**config.mk**
```make
export PLATFORM = sky130hd
export DESIGN_NAME = flip_manager
export DESIGN_NICKNAME = d
export VERILOG_FILES = /design/src/source/energy_pkg.sv /design/src/source/spin_pkg.sv /design/src/source/flip_manager.sv /design/src/source/flip_engine.sv /design/src/source/spin_fifo_maintainer.sv /design/src/source/energy_fifo_maintainer.sv
export VERILOG_INCLUDE_DIRS = /design/src /design/src/source
export SDC_FILE = /design/constraint.sdc
export NUM_CORES = 1
export LEC_CHECK = 0
export BUFFER_PORTS_ARGS = -buffer_cell sky130_fd_sc_hd__buf_2
export CELL_PAD_IN_SITES_DETAIL_PLACEMENT = 0
export CELL_PAD_IN_SITES_GLOBAL_PLACEMENT = 1
export CORE_AREA = 2 2 176 144
export CTS_CLUSTER_DIAMETER = 60
export CTS_CLUSTER_SIZE = 28
export DETAILED_ROUTE_END_ITERATION = 10
export DIE_AREA = 0 0 178 146
export HOLD_SLACK_MARGIN = 0.02
export PLACE_DENSITY = 0.7
export SLEW_MARGIN = 20
export SYNTH_ARGS = -nofsm -noshare
export SYNTH_HDL_FRONTEND = slang
export SYNTH_HIERARCHICAL = 1
export SYNTH_SLANG_ARGS = --single-unit
```
**constraint.sdc**
```tcl
create_clock -name clk_i -period 6.1 [get_ports clk_i]
set_input_delay 1.22 -clock clk_i [delete_from_list [all_inputs] [get_ports clk_i]]
set_output_delay 1.22 -clock clk_i [all_outputs]
set_load 0.05 [all_outputs]
```
**src/source/flip_defs.svh**
```systemverilog
`ifndef FLIP_DEFS_SVH
`define FLIP_DEFS_SVH

// Width of one spin vector
`define FLIP_DATASPIN 16

// Entries in the spin FIFO and in the pending FIFO
`define FLIP_SPIN_DEPTH 4

// Pointer width for both FIFOs
`define FLIP_SPIN_PTR_W 2

// Total energy width, signed
`define FLIP_ENERGY_BIT 16

// Number of flip icons in the external memory
`define FLIP_ICON_DEPTH 8

// Icon memory address width
`define FLIP_ICON_ADDR_W 3

`endif
```
**src/source/energy_pkg.sv**
```systemverilog
`default_nettype none

`include "flip_defs.svh"

package energy_pkg;

    // Signed total energy from the evaluator
    typedef logic signed [`FLIP_ENERGY_BIT-1:0] energy_t;

    // Result of comparing a new energy against the best one
    typedef enum logic {
        NOT_BETTER,
        BETTER
    } energy_cmp_e;

endpackage

`default_nettype wire

```
**src/source/spin_pkg.sv**
```systemverilog
`default_nettype none

package spin_pkg;

    // Computation state of the solver loop
    typedef enum logic [1:0] {
        IDLE,
        RUN,
        DRAIN
    } cmpt_state_e;

    // Occupancy of one flip pipeline slot
    typedef enum logic [1:0] {
        EMPTY,
        READ,
        HOLD
    } flip_stage_e;

endpackage

`default_nettype wire

```
**src/source/flip_manager.sv**
```systemverilog
`timescale 1ns/1ps
`default_nettype none

`include "flip_defs.svh"

module flip_manager
    import energy_pkg::*;
(
    input  logic                         clk_i,
    input  logic                         reset_i,
    input  logic                         en_i,
    input  logic                         flush_i,
    input  logic                         cmpt_en_i,
    output logic                         cmpt_idle_o,
    input  logic                         host_readout_i,
    input  logic                         spin_configure_valid_i,
    input  logic [`FLIP_DATASPIN-1:0]    spin_configure_i,
    input  logic                         spin_configure_push_none_i,
    output logic                         spin_configure_ready_o,
    output logic                         spin_pop_valid_o,
    output logic [`FLIP_DATASPIN-1:0]    spin_pop_o,
    input  logic                         spin_pop_ready_i,
    input  logic                         spin_valid_i,
    input  logic [`FLIP_DATASPIN-1:0]    spin_i,
    output logic                         spin_ready_o,
    input  logic                         energy_valid_i,
    output logic                         energy_ready_o,
    input  energy_t                      energy_i,
    output logic                         flip_ren_o,
    output logic [`FLIP_ICON_ADDR_W-1:0] flip_raddr_o,
    input  logic [`FLIP_DATASPIN-1:0]    flip_rdata_i,
    input  logic                         debug_cmpt_stop_i,
    input  logic                         flip_disable_i
);
    logic                      cmpt_busy;
    logic                      cmpt_stop;
    logic                      icon_finish;
    logic                      engine_empty;
    // Push stream into the spin FIFO after the mux
    logic                      push_valid;
    logic [`FLIP_DATASPIN-1:0] push_spin;
    logic                      push_none;
    logic                      push_ready;
    // Push stream from the energy side
    logic                      en_push_valid;
    logic [`FLIP_DATASPIN-1:0] en_push_spin;
    logic                      en_push_none;
    // Pop stream into the flip engine
    logic                      pop_valid;
    logic [`FLIP_DATASPIN-1:0] pop_spin;
    logic                      pop_ready;

    assign cmpt_idle_o = ~cmpt_busy;
    assign cmpt_stop = debug_cmpt_stop_i | icon_finish;

    // Host configures only while idle, energy side owns the FIFO when busy
    assign spin_configure_ready_o = push_ready & cmpt_idle_o;
    assign push_valid = cmpt_busy ? en_push_valid : spin_configure_valid_i;
    assign push_spin = cmpt_busy ? en_push_spin : spin_configure_i;
    assign push_none = cmpt_busy ? en_push_none : spin_configure_push_none_i;

    energy_fifo_maintainer u_energy_fifo_maintainer (
        .clk_i            (clk_i),
        .reset_i          (reset_i),
        .en_i             (en_i),
        .flush_i          (flush_i),
        .cmpt_start_i     (cmpt_en_i),
        .spin_valid_i     (spin_valid_i),
        .spin_i           (spin_i),
        .spin_ready_o     (spin_ready_o),
        .energy_valid_i   (energy_valid_i),
        .energy_i         (energy_i),
        .energy_ready_o   (energy_ready_o),
        .spin_valid_o     (en_push_valid),
        .spin_o           (en_push_spin),
        .spin_push_none_o (en_push_none),
        .spin_ready_i     (push_ready & cmpt_busy)
    );

    spin_fifo_maintainer u_spin_fifo_maintainer (
        .clk_i             (clk_i),
        .reset_i           (reset_i),
        .en_i              (en_i),
        .flush_i           (flush_i),
        .cmpt_en_i         (cmpt_en_i),
        .cmpt_stop_i       (cmpt_stop),
        .host_readout_i    (host_readout_i),
        .spin_push_valid_i (push_valid),
        .spin_push_i       (push_spin),
        .spin_push_none_i  (push_none),
        .spin_push_ready_o (push_ready),
        .spin_pop_valid_o  (pop_valid),
        .spin_pop_o        (pop_spin),
        .spin_pop_ready_i  (pop_ready),
        .engine_empty_i    (engine_empty),
        .cmpt_busy_o       (cmpt_busy)
    );

    flip_engine u_flip_engine (
        .clk_i                (clk_i),
        .reset_i              (reset_i),
        .en_i                 (en_i),
        .flush_i              (flush_i),
        .cmpt_en_i            (cmpt_en_i),
        .flip_disable_i       (flip_disable_i),
        .prev_spin_valid_i    (pop_valid),
        .prev_spin_i          (pop_spin),
        .prev_spin_ready_o    (pop_ready),
        .flipped_spin_valid_o (spin_pop_valid_o),
        .flipped_spin_o       (spin_pop_o),
        .flipped_spin_ready_i (spin_pop_ready_i),
        .flip_ren_o           (flip_ren_o),
        .flip_raddr_o         (flip_raddr_o),
        .flip_rdata_i         (flip_rdata_i),
        .icon_finish_o        (icon_finish),
        .empty_o              (engine_empty)
    );

endmodule

`default_nettype wire

```
**src/source/flip_engine.sv**
```systemverilog
`timescale 1ns/1ps
`default_nettype none

`include "flip_defs.svh"

module flip_engine
    import spin_pkg::*;
(
    input  logic                         clk_i,
    input  logic                         reset_i,
    input  logic                         en_i,
    input  logic                         flush_i,
    input  logic                         cmpt_en_i,
    input  logic                         flip_disable_i,
    input  logic                         prev_spin_valid_i,
    input  logic [`FLIP_DATASPIN-1:0]    prev_spin_i,
    output logic                         prev_spin_ready_o,
    output logic                         flipped_spin_valid_o,
    output logic [`FLIP_DATASPIN-1:0]    flipped_spin_o,
    input  logic                         flipped_spin_ready_i,
    output logic                         flip_ren_o,
    output logic [`FLIP_ICON_ADDR_W-1:0] flip_raddr_o,
    input  logic [`FLIP_DATASPIN-1:0]    flip_rdata_i,
    output logic                         icon_finish_o,
    output logic                         empty_o
);
    // READ slot waits for the icon, HOLD slot drives the output
    flip_stage_e                  rd_stage_q;
    flip_stage_e                  hold_stage_q;
    logic [`FLIP_DATASPIN-1:0]    rd_spin_q;
    logic                         rd_nf_q;
    logic [`FLIP_DATASPIN-1:0]    hold_spin_q;
    logic [`FLIP_ICON_ADDR_W-1:0] addr_q;
    logic                         alive_q;
    logic                         run_ok;
    logic                         accept;
    logic                         rd_move;
    logic                         hold_take;

    assign run_ok = alive_q & en_i & ~flush_i;

    assign flipped_spin_valid_o = en_i & (hold_stage_q == HOLD);
    assign flipped_spin_o = hold_spin_q;
    assign hold_take = flipped_spin_valid_o & flipped_spin_ready_i;

    // READ advances only into a free or emptying HOLD slot
    assign rd_move = en_i & (rd_stage_q == READ) & ((hold_stage_q == EMPTY) | hold_take);
    assign prev_spin_ready_o = run_ok & ((rd_stage_q == EMPTY) | rd_move);
    assign accept = prev_spin_valid_i & prev_spin_ready_o;

    // Icon read issues in the cycle of acceptance
    assign flip_ren_o = accept;
    assign flip_raddr_o = addr_q;
    assign icon_finish_o = accept & (int'(addr_q) == `FLIP_ICON_DEPTH - 1);
    assign empty_o = (rd_stage_q == EMPTY) & (hold_stage_q == EMPTY);

    always_ff @(posedge clk_i) begin
        if (reset_i) begin
            alive_q      <= 1'b0;
            rd_stage_q   <= EMPTY;
            hold_stage_q <= EMPTY;
            addr_q       <= '0;
        end else begin
            alive_q <= 1'b1;
            if (en_i) begin
                // Running icon address, wraps after the last icon
                if (cmpt_en_i) begin
                    addr_q <= '0;
                end else if (accept) begin
                    addr_q <= icon_finish_o ? '0 : addr_q + 1'b1;
                end
                if (flush_i) begin
                    rd_stage_q   <= EMPTY;
                    hold_stage_q <= EMPTY;
                end else begin
                    if (accept) begin
                        rd_stage_q <= READ;
                    end else if (rd_move) begin
                        rd_stage_q <= EMPTY;
                    end
                    if (rd_move) begin
                        hold_stage_q <= HOLD;
                    end else if (hold_take) begin
                        hold_stage_q <= EMPTY;
                    end
                end
            end
        end
    end

    always_ff @(posedge clk_i) begin
        if (accept) begin
            rd_spin_q <= prev_spin_i;
            rd_nf_q   <= flip_disable_i;
        end
        // Icon data is valid while the vector sits in READ
        if (rd_move) begin
            hold_spin_q <= rd_nf_q ? rd_spin_q : (rd_spin_q ^ flip_rdata_i);
        end
    end

    // Stalled output keeps its data
    assert property (@(posedge clk_i) disable iff (reset_i)
        (flipped_spin_valid_o && !flipped_spin_ready_i) |=> $stable(flipped_spin_o));

endmodule

`default_nettype wire

```
**src/source/spin_fifo_maintainer.sv**
```systemverilog
`timescale 1ns/1ps
`default_nettype none

`include "flip_defs.svh"

module spin_fifo_maintainer
    import spin_pkg::*;
(
    input  logic                      clk_i,
    input  logic                      reset_i,
    input  logic                      en_i,
    input  logic                      flush_i,
    input  logic                      cmpt_en_i,
    input  logic                      cmpt_stop_i,
    input  logic                      host_readout_i,
    input  logic                      spin_push_valid_i,
    input  logic [`FLIP_DATASPIN-1:0] spin_push_i,
    input  logic                      spin_push_none_i,
    output logic                      spin_push_ready_o,
    output logic                      spin_pop_valid_o,
    output logic [`FLIP_DATASPIN-1:0] spin_pop_o,
    input  logic                      spin_pop_ready_i,
    input  logic                      engine_empty_i,
    output logic                      cmpt_busy_o
);
    logic [`FLIP_DATASPIN-1:0]   mem [`FLIP_SPIN_DEPTH];
    logic [`FLIP_SPIN_PTR_W-1:0] wr_q;
    logic [`FLIP_SPIN_PTR_W-1:0] rd_q;
    logic [`FLIP_SPIN_PTR_W:0]   cnt_q;
    // Last spin pushed as a real improvement
    logic [`FLIP_DATASPIN-1:0]   anchor_q;
    cmpt_state_e                 state_q;
    cmpt_state_e                 state_d;
    logic                        alive_q;
    logic                        run_ok;
    logic                        pop_allowed;
    logic                        push_fire;
    logic                        pop_fire;

    assign run_ok = alive_q & en_i & ~flush_i;
    assign spin_push_ready_o = run_ok & (int'(cnt_q) != `FLIP_SPIN_DEPTH);
    assign push_fire = spin_push_valid_i & spin_push_ready_o;

    // Host may drain the FIFO only while idle
    assign pop_allowed = (state_q != IDLE) | host_readout_i;
    assign spin_pop_valid_o = run_ok & pop_allowed & (cnt_q != '0);
    assign spin_pop_o = mem[rd_q];
    assign pop_fire = spin_pop_valid_o & spin_pop_ready_i;

    assign cmpt_busy_o = (state_q != IDLE);

    always_comb begin
        state_d = state_q;
        unique case (state_q)
            IDLE: begin
                if (cmpt_en_i) begin
                    state_d = RUN;
                end
            end
            RUN: begin
                if (cmpt_stop_i) begin
                    state_d = DRAIN;
                end
            end
            DRAIN: begin
                // Wait until nothing is left in flight
                if (cnt_q == '0 && engine_empty_i) begin
                    state_d = IDLE;
                end
            end
            default: state_d = IDLE;
        endcase
    end

    always_ff @(posedge clk_i) begin
        if (reset_i) begin
            alive_q <= 1'b0;
            state_q <= IDLE;
            wr_q    <= '0;
            rd_q    <= '0;
            cnt_q   <= '0;
        end else begin
            alive_q <= 1'b1;
            if (en_i) begin
                state_q <= state_d;
                if (flush_i) begin
                    wr_q  <= '0;
                    rd_q  <= '0;
                    cnt_q <= '0;
                end else begin
                    if (push_fire) begin
                        wr_q <= wr_q + 1'b1;
                    end
                    if (pop_fire) begin
                        rd_q <= rd_q + 1'b1;
                    end
                    cnt_q <= cnt_q + {{`FLIP_SPIN_PTR_W{1'b0}}, push_fire}
                                   - {{`FLIP_SPIN_PTR_W{1'b0}}, pop_fire};
                end
            end
        end
    end

    // Push-none replays the anchor instead of the incoming data
    always_ff @(posedge clk_i) begin
        if (push_fire) begin
            mem[wr_q] <= spin_push_none_i ? anchor_q : spin_push_i;
            if (!spin_push_none_i) begin
                anchor_q <= spin_push_i;
            end
        end
    end

    // Pointers agree that a free entry exists for every push
    assert property (@(posedge clk_i) disable iff (reset_i)
        push_fire |-> ((wr_q != rd_q) || (cnt_q == '0)));

endmodule

`default_nettype wire

```
**src/source/energy_fifo_maintainer.sv**
```systemverilog
`timescale 1ns/1ps
`default_nettype none

`include "flip_defs.svh"

module energy_fifo_maintainer
    import energy_pkg::*;
(
    input  logic                      clk_i,
    input  logic                      reset_i,
    input  logic                      en_i,
    input  logic                      flush_i,
    input  logic                      cmpt_start_i,
    input  logic                      spin_valid_i,
    input  logic [`FLIP_DATASPIN-1:0] spin_i,
    output logic                      spin_ready_o,
    input  logic                      energy_valid_i,
    input  energy_t                   energy_i,
    output logic                      energy_ready_o,
    output logic                      spin_valid_o,
    output logic [`FLIP_DATASPIN-1:0] spin_o,
    output logic                      spin_push_none_o,
    input  logic                      spin_ready_i
);
    // Spins waiting for their energy
    logic [`FLIP_DATASPIN-1:0]   pend_mem [`FLIP_SPIN_DEPTH];
    logic [`FLIP_SPIN_PTR_W-1:0] pend_wr_q;
    logic [`FLIP_SPIN_PTR_W-1:0] pend_rd_q;
    logic [`FLIP_SPIN_PTR_W:0]   pend_cnt_q;
    logic                        alive_q;
    logic                        run_ok;
    // Lowest energy seen since the last start
    energy_t                     best_q;
    energy_cmp_e                 cmp_res;
    // Push that the spin FIFO has not taken yet
    logic                        push_pend_q;
    logic [`FLIP_DATASPIN-1:0]   push_spin_q;
    logic                        push_none_q;
    logic                        spin_fire;
    logic                        energy_fire;
    logic                        push_fire;

    assign run_ok = alive_q & en_i & ~flush_i;
    assign cmp_res = (energy_i < best_q) ? BETTER : NOT_BETTER;

    assign spin_ready_o = run_ok & (int'(pend_cnt_q) != `FLIP_SPIN_DEPTH);
    // No new energy while an earlier push is still waiting
    assign energy_ready_o = run_ok & ~push_pend_q & (pend_cnt_q != '0);
    assign spin_fire = spin_valid_i & spin_ready_o;
    assign energy_fire = energy_valid_i & energy_ready_o;

    // Fresh push comes straight from the pending head
    assign spin_valid_o = push_pend_q | energy_fire;
    assign spin_o = push_pend_q ? push_spin_q : pend_mem[pend_rd_q];
    assign spin_push_none_o = push_pend_q ? push_none_q : (cmp_res == NOT_BETTER);
    assign push_fire = spin_valid_o & spin_ready_i;

    always_ff @(posedge clk_i) begin
        if (reset_i) begin
            alive_q     <= 1'b0;
            pend_wr_q   <= '0;
            pend_rd_q   <= '0;
            pend_cnt_q  <= '0;
            push_pend_q <= 1'b0;
            best_q      <= {1'b0, {(`FLIP_ENERGY_BIT-1){1'b1}}};
        end else begin
            alive_q <= 1'b1;
            if (en_i) begin
                // Start of a run forgets the old best
                if (cmpt_start_i) begin
                    best_q <= {1'b0, {(`FLIP_ENERGY_BIT-1){1'b1}}};
                end else if (energy_fire && cmp_res == BETTER) begin
                    best_q <= energy_i;
                end
                if (flush_i) begin
                    pend_wr_q   <= '0;
                    pend_rd_q   <= '0;
                    pend_cnt_q  <= '0;
                    push_pend_q <= 1'b0;
                end else begin
                    if (spin_fire) begin
                        pend_wr_q <= pend_wr_q + 1'b1;
                    end
                    if (energy_fire) begin
                        pend_rd_q <= pend_rd_q + 1'b1;
                    end
                    pend_cnt_q <= pend_cnt_q + {{`FLIP_SPIN_PTR_W{1'b0}}, spin_fire}
                                             - {{`FLIP_SPIN_PTR_W{1'b0}}, energy_fire};
                    // Park the push when the spin FIFO stalls
                    if (push_fire) begin
                        push_pend_q <= 1'b0;
                    end else if (energy_fire) begin
                        push_pend_q <= 1'b1;
                    end
                end
            end
        end
    end

    always_ff @(posedge clk_i) begin
        if (spin_fire) begin
            pend_mem[pend_wr_q] <= spin_i;
        end
        if (energy_fire) begin
            push_spin_q <= pend_mem[pend_rd_q];
            push_none_q <= (cmp_res == NOT_BETTER);
        end
    end

    // Pointers agree that a spin waits for every accepted energy
    assert property (@(posedge clk_i) disable iff (reset_i)
        energy_fire |-> ((pend_wr_q != pend_rd_q) || (int'(pend_cnt_q) == `FLIP_SPIN_DEPTH)));

endmodule

`default_nettype wire

```
==> qor.yml <==
global_routing:
  grt_pass1_wl_um: 29100
  gr-total-overflow: 0
  track_usage_pct: 14.2
  first_global_vias: 5495
  antenna_found_initial: 0
  grt_max_degree: 30
pwr:
  p_sw_share_pct: 21.5
  internal_power_w: 0.00240
  vdd_drop_max_uv: 195
  seq_power_share_pct: 58.1
  leakagePower_nw: 4.22
  clockPowerShare_pct: 36.9
  p_comb_share_pct: 5.0
  switchingPower_w: 0.000659
  power.density_mw_per_mm2: 263
timing:
  finalHoldViolCount: 0
  slew_headroom_pct: 39.4
  grt_setup_unrepaired: "false"
  setup_tns_ns: 0
  period_needed_ns: 3.92
  period_share_pct: 64.3
  slew_violations: 0
  fin_skew_ns: 0.0151
  whs_ns: 0.490
  setup_viol: 0
  max_freq_mhz: 255
  tightest_slew_ns: 0.908
worst_hold_path:
  min_path_type: "flip-flop to flip-flop"
yosys:
  synth-async-reset-ratio_pct: 0
  synthFlopType: "edfxtp_1"
  synth_top_area_share_pct: 56.6
  yosysSeqAreaShare_pct: 65.3
  synth_area_leaders: "edfxtp_1 (57%), dfxtp_1 (8.8%), mux4_2 (7.0%)"
  ys_types: 59
  synth_edf_count: 194
  postSynthCellCount: 640
  ys_ff_latch: 239
  synth_area_mm2: 0.0103
  yosysWarnings: 6
  syn_avg_cell_area_um2: 16.1
  synth_top_cell_by_area: "edfxtp_1"
  syn_nets: 748
setup_path:
  crit_path_start_kind: "primary input"
  crit_required_ns: 4.88
  cpMostUsedCell: "buf_2"
  critPathMaxFanout: 29
  cp_cell_sequence: "buf_2 > nand3b_4 > nor3_1 > nand4b_1 > nor2_2 > buf_2"
  worst-path-buf-inv: 2
  r2r_slack_ns: 2.87
  cp_top_family: "simple AND/OR/NAND/NOR gates"
  end_kind: "primary output"
  crit_arrival_ns: 2.70
  path_class: "primary input to primary output"
  max_stage_delay_ns: 0.45
  slowest_stage: "buf_2"
floorplanning:
  ios: 102
  die_h_um: 146
  num_rows: 51
  start_util_pct: 42.8
  die_x_um: 178
  dieArea_mm2: 0.0260
  core_area_mm2: 0.0241
layout:
  diodes: 0
  final_cell_mix: "edfxtp_1 (194), buf_2 (101), nor2_1 (46)"
  post-route-util_pct: 48.4
  layout_commonest_cell: "edfxtp_1"
  fin_nets: 846
  drive_gt1_share_pct: 31.7
  syn_to_final_growth_pct: 13.2
detailed_routing:
  drtIter0Drc: 293
  ant_nets: 0
  via_per_inst: 4.97
  wl_um: 18100
  vias: 5298
  dr.pass1.iters: 4
  routedWlPerCell_um: 17.0
  drc_errors: 0
run:
  drv_cap: 0
clocking:
  clk_path_buf_depth: 3
  clock-root-buffer: "clkbuf_16"
  cts_max_level: 1
  ctsHoldBuffers: 0
  clkTransAtPathRegs_ns: 0.08
  clk_latency_ns: 0.49
  cts-resized-gates: 0
  numClockSinks: 239
  cts_made_buffers: 16
  cts_tree: "done"
  postCtsSetupBuffers: 0
run_status:
  outcome: "completed"
placement:
  gp_congestion: 0.759
  port_buffers: 101
  hpwl_um: 12600
[flip-flops by register name (all words and copies together), names as in the netlist, named ones only]
signal and flops:
u_flip_engine/rd_spin_q 16, u_energy_fifo_maintainer/pend_mem 64, u_spin_fifo_maintainer/state_q 2, u_spin_fifo_maintainer/mem 64, u_spin_fifo_maintainer/cnt_q 3, u_energy_fifo_maintainer/push_pend_q 1, u_energy_fifo_maintainer/push_spin_q 16, u_flip_engine/flip_raddr_o 3
u_spin_fifo_maintainer/wr_q 2, u_energy_fifo_maintainer/alive_q 1, u_spin_fifo_maintainer/anchor_q 16, u_spin_fifo_maintainer/alive_q 1, u_energy_fifo_maintainer/pend_rd_q 2, u_energy_fifo_maintainer/pend_cnt_q 3, u_energy_fifo_maintainer/pend_wr_q 2, u_spin_fifo_maintainer/rd_q 2
u_flip_engine/rd_nf_q 1, u_energy_fifo_maintainer/push_none_q 1, u_flip_engine/flipped_spin_o 16, u_flip_engine/alive_q 1, u_flip_engine/hold_stage_q 1, u_energy_fifo_maintainer/best_q 16, u_flip_engine/rd_stage_q 1
[worst register-to-register path, stage by stage, from the launching register on]
cell,delay (ns)
dfxtp_1,0.85
nor3_2,0.12
nand2_1,0.23
inv_1,0.37
ha_1,0.42
inv_1,0.06
ha_1,0.14
inv_1,0.05
fa_1,0.38
xor2_1,0.17
o21ai_0,0.17
nand2_1,0.08
a21oi_1,0.12
[cell usage after synthesis (16+ instances only)]
cell and instances:
mux2_2 34, mux2_4 18, nand2_1 20, ha_1 29, mux2i_1 20, mux4_2 32, inv_1 35, xnor2_1 16
nand2b_1 20, a21oi_1 17, edfxtp_1 194, dfxtp_1 45, nor2_1 46
[cell type report]
| type | instances | area, um^2 |
|---|---|---|
| Clock buffer | 19 | 443 |
| Sequential cell | 239 | 6730 |
| Tap cell | 318 | 398 |
| Multi-Input combinational cell | 341 | 3290 |
| Clock inverter | 9 | 115 |
| Inverter | 35 | 131 |
| Fill cell | 2056 | 12400 |
| Timing Repair Buffer | 105 | 543 |
[path summary, 6_finish.rpt]
check,start,to,depth (start not counted)
setup / recovery,en_i,flip_ren_o,6
hold / removal,u_flip_engine/flip_raddr_o[2],u_flip_engine/flip_raddr_o[2],2
setup reg to reg,u_energy_fifo_maintainer/push_pend_q,u_energy_fifo_maintainer/pend_cnt_q[2],12
hold reg to reg,u_flip_engine/flip_raddr_o[2],u_flip_engine/flip_raddr_o[2],2
[routing by layer]
metal	vias to the layer above	global-route usage, %	routed length, um
li1	2572	-	-
met1	2605	19.8	8290
met2	105	23.7	8660
met3	16	2.51	935
met4	0	2.21	225
met5	-	0	0
[logic make-up (layout without fill, tap and decap cells)]
group / after synthesis / count (layout) / synth area share (%)
buf+inv: 60 / 168 / 2.66
flops: 239 / 239 / 65.3
compound gates: 48 / 48 / 3.34
fa+ha+maj: 31 / 31 / 3.91
simple gates: 139 / 139 / 7.81
mux: 105 / 105 / 15.4
xor+xnor: 18 / 18 / 1.53
[power groups by stage]
| stage | clock network, W | logic [W] | registers (W) |
|---|---|---|---|
| final | 0.00113 | 0.000153 | 0.00178 |
| after global placement | 0 | 0.000150 | 0.00181 |
| after CTS | 0.00117 | 0.000156 | 0.00178 |
| after detailed placement | 0 | 0.000155 | 0.00181 |
| after floorplan | 0 | 0.0000985 | 0.00181 |
| after global routing | 0.00123 | 0.000169 | 0.00178 |
[metrics by stage]
stage | worst slack (ns) | power [W] | cell area (um^2) | instances
2_1_floorplan | 1.29 | 0.00191 | 10300 | 640
3_3_place_gp | 1.82 | 0.00196 | 11100 | 1037
3_5_place_dp | 1.70 | 0.00197 | 11100 | 1037
4_1_cts | 2.14 | 0.00310 | 11600 | 1065
5_1_grt | 1.86 | 0.00318 | 11700 | 1066
6_report | 2.18 | 0.00306 | 11700 | 1066
(Power assumes the default switching activity.)
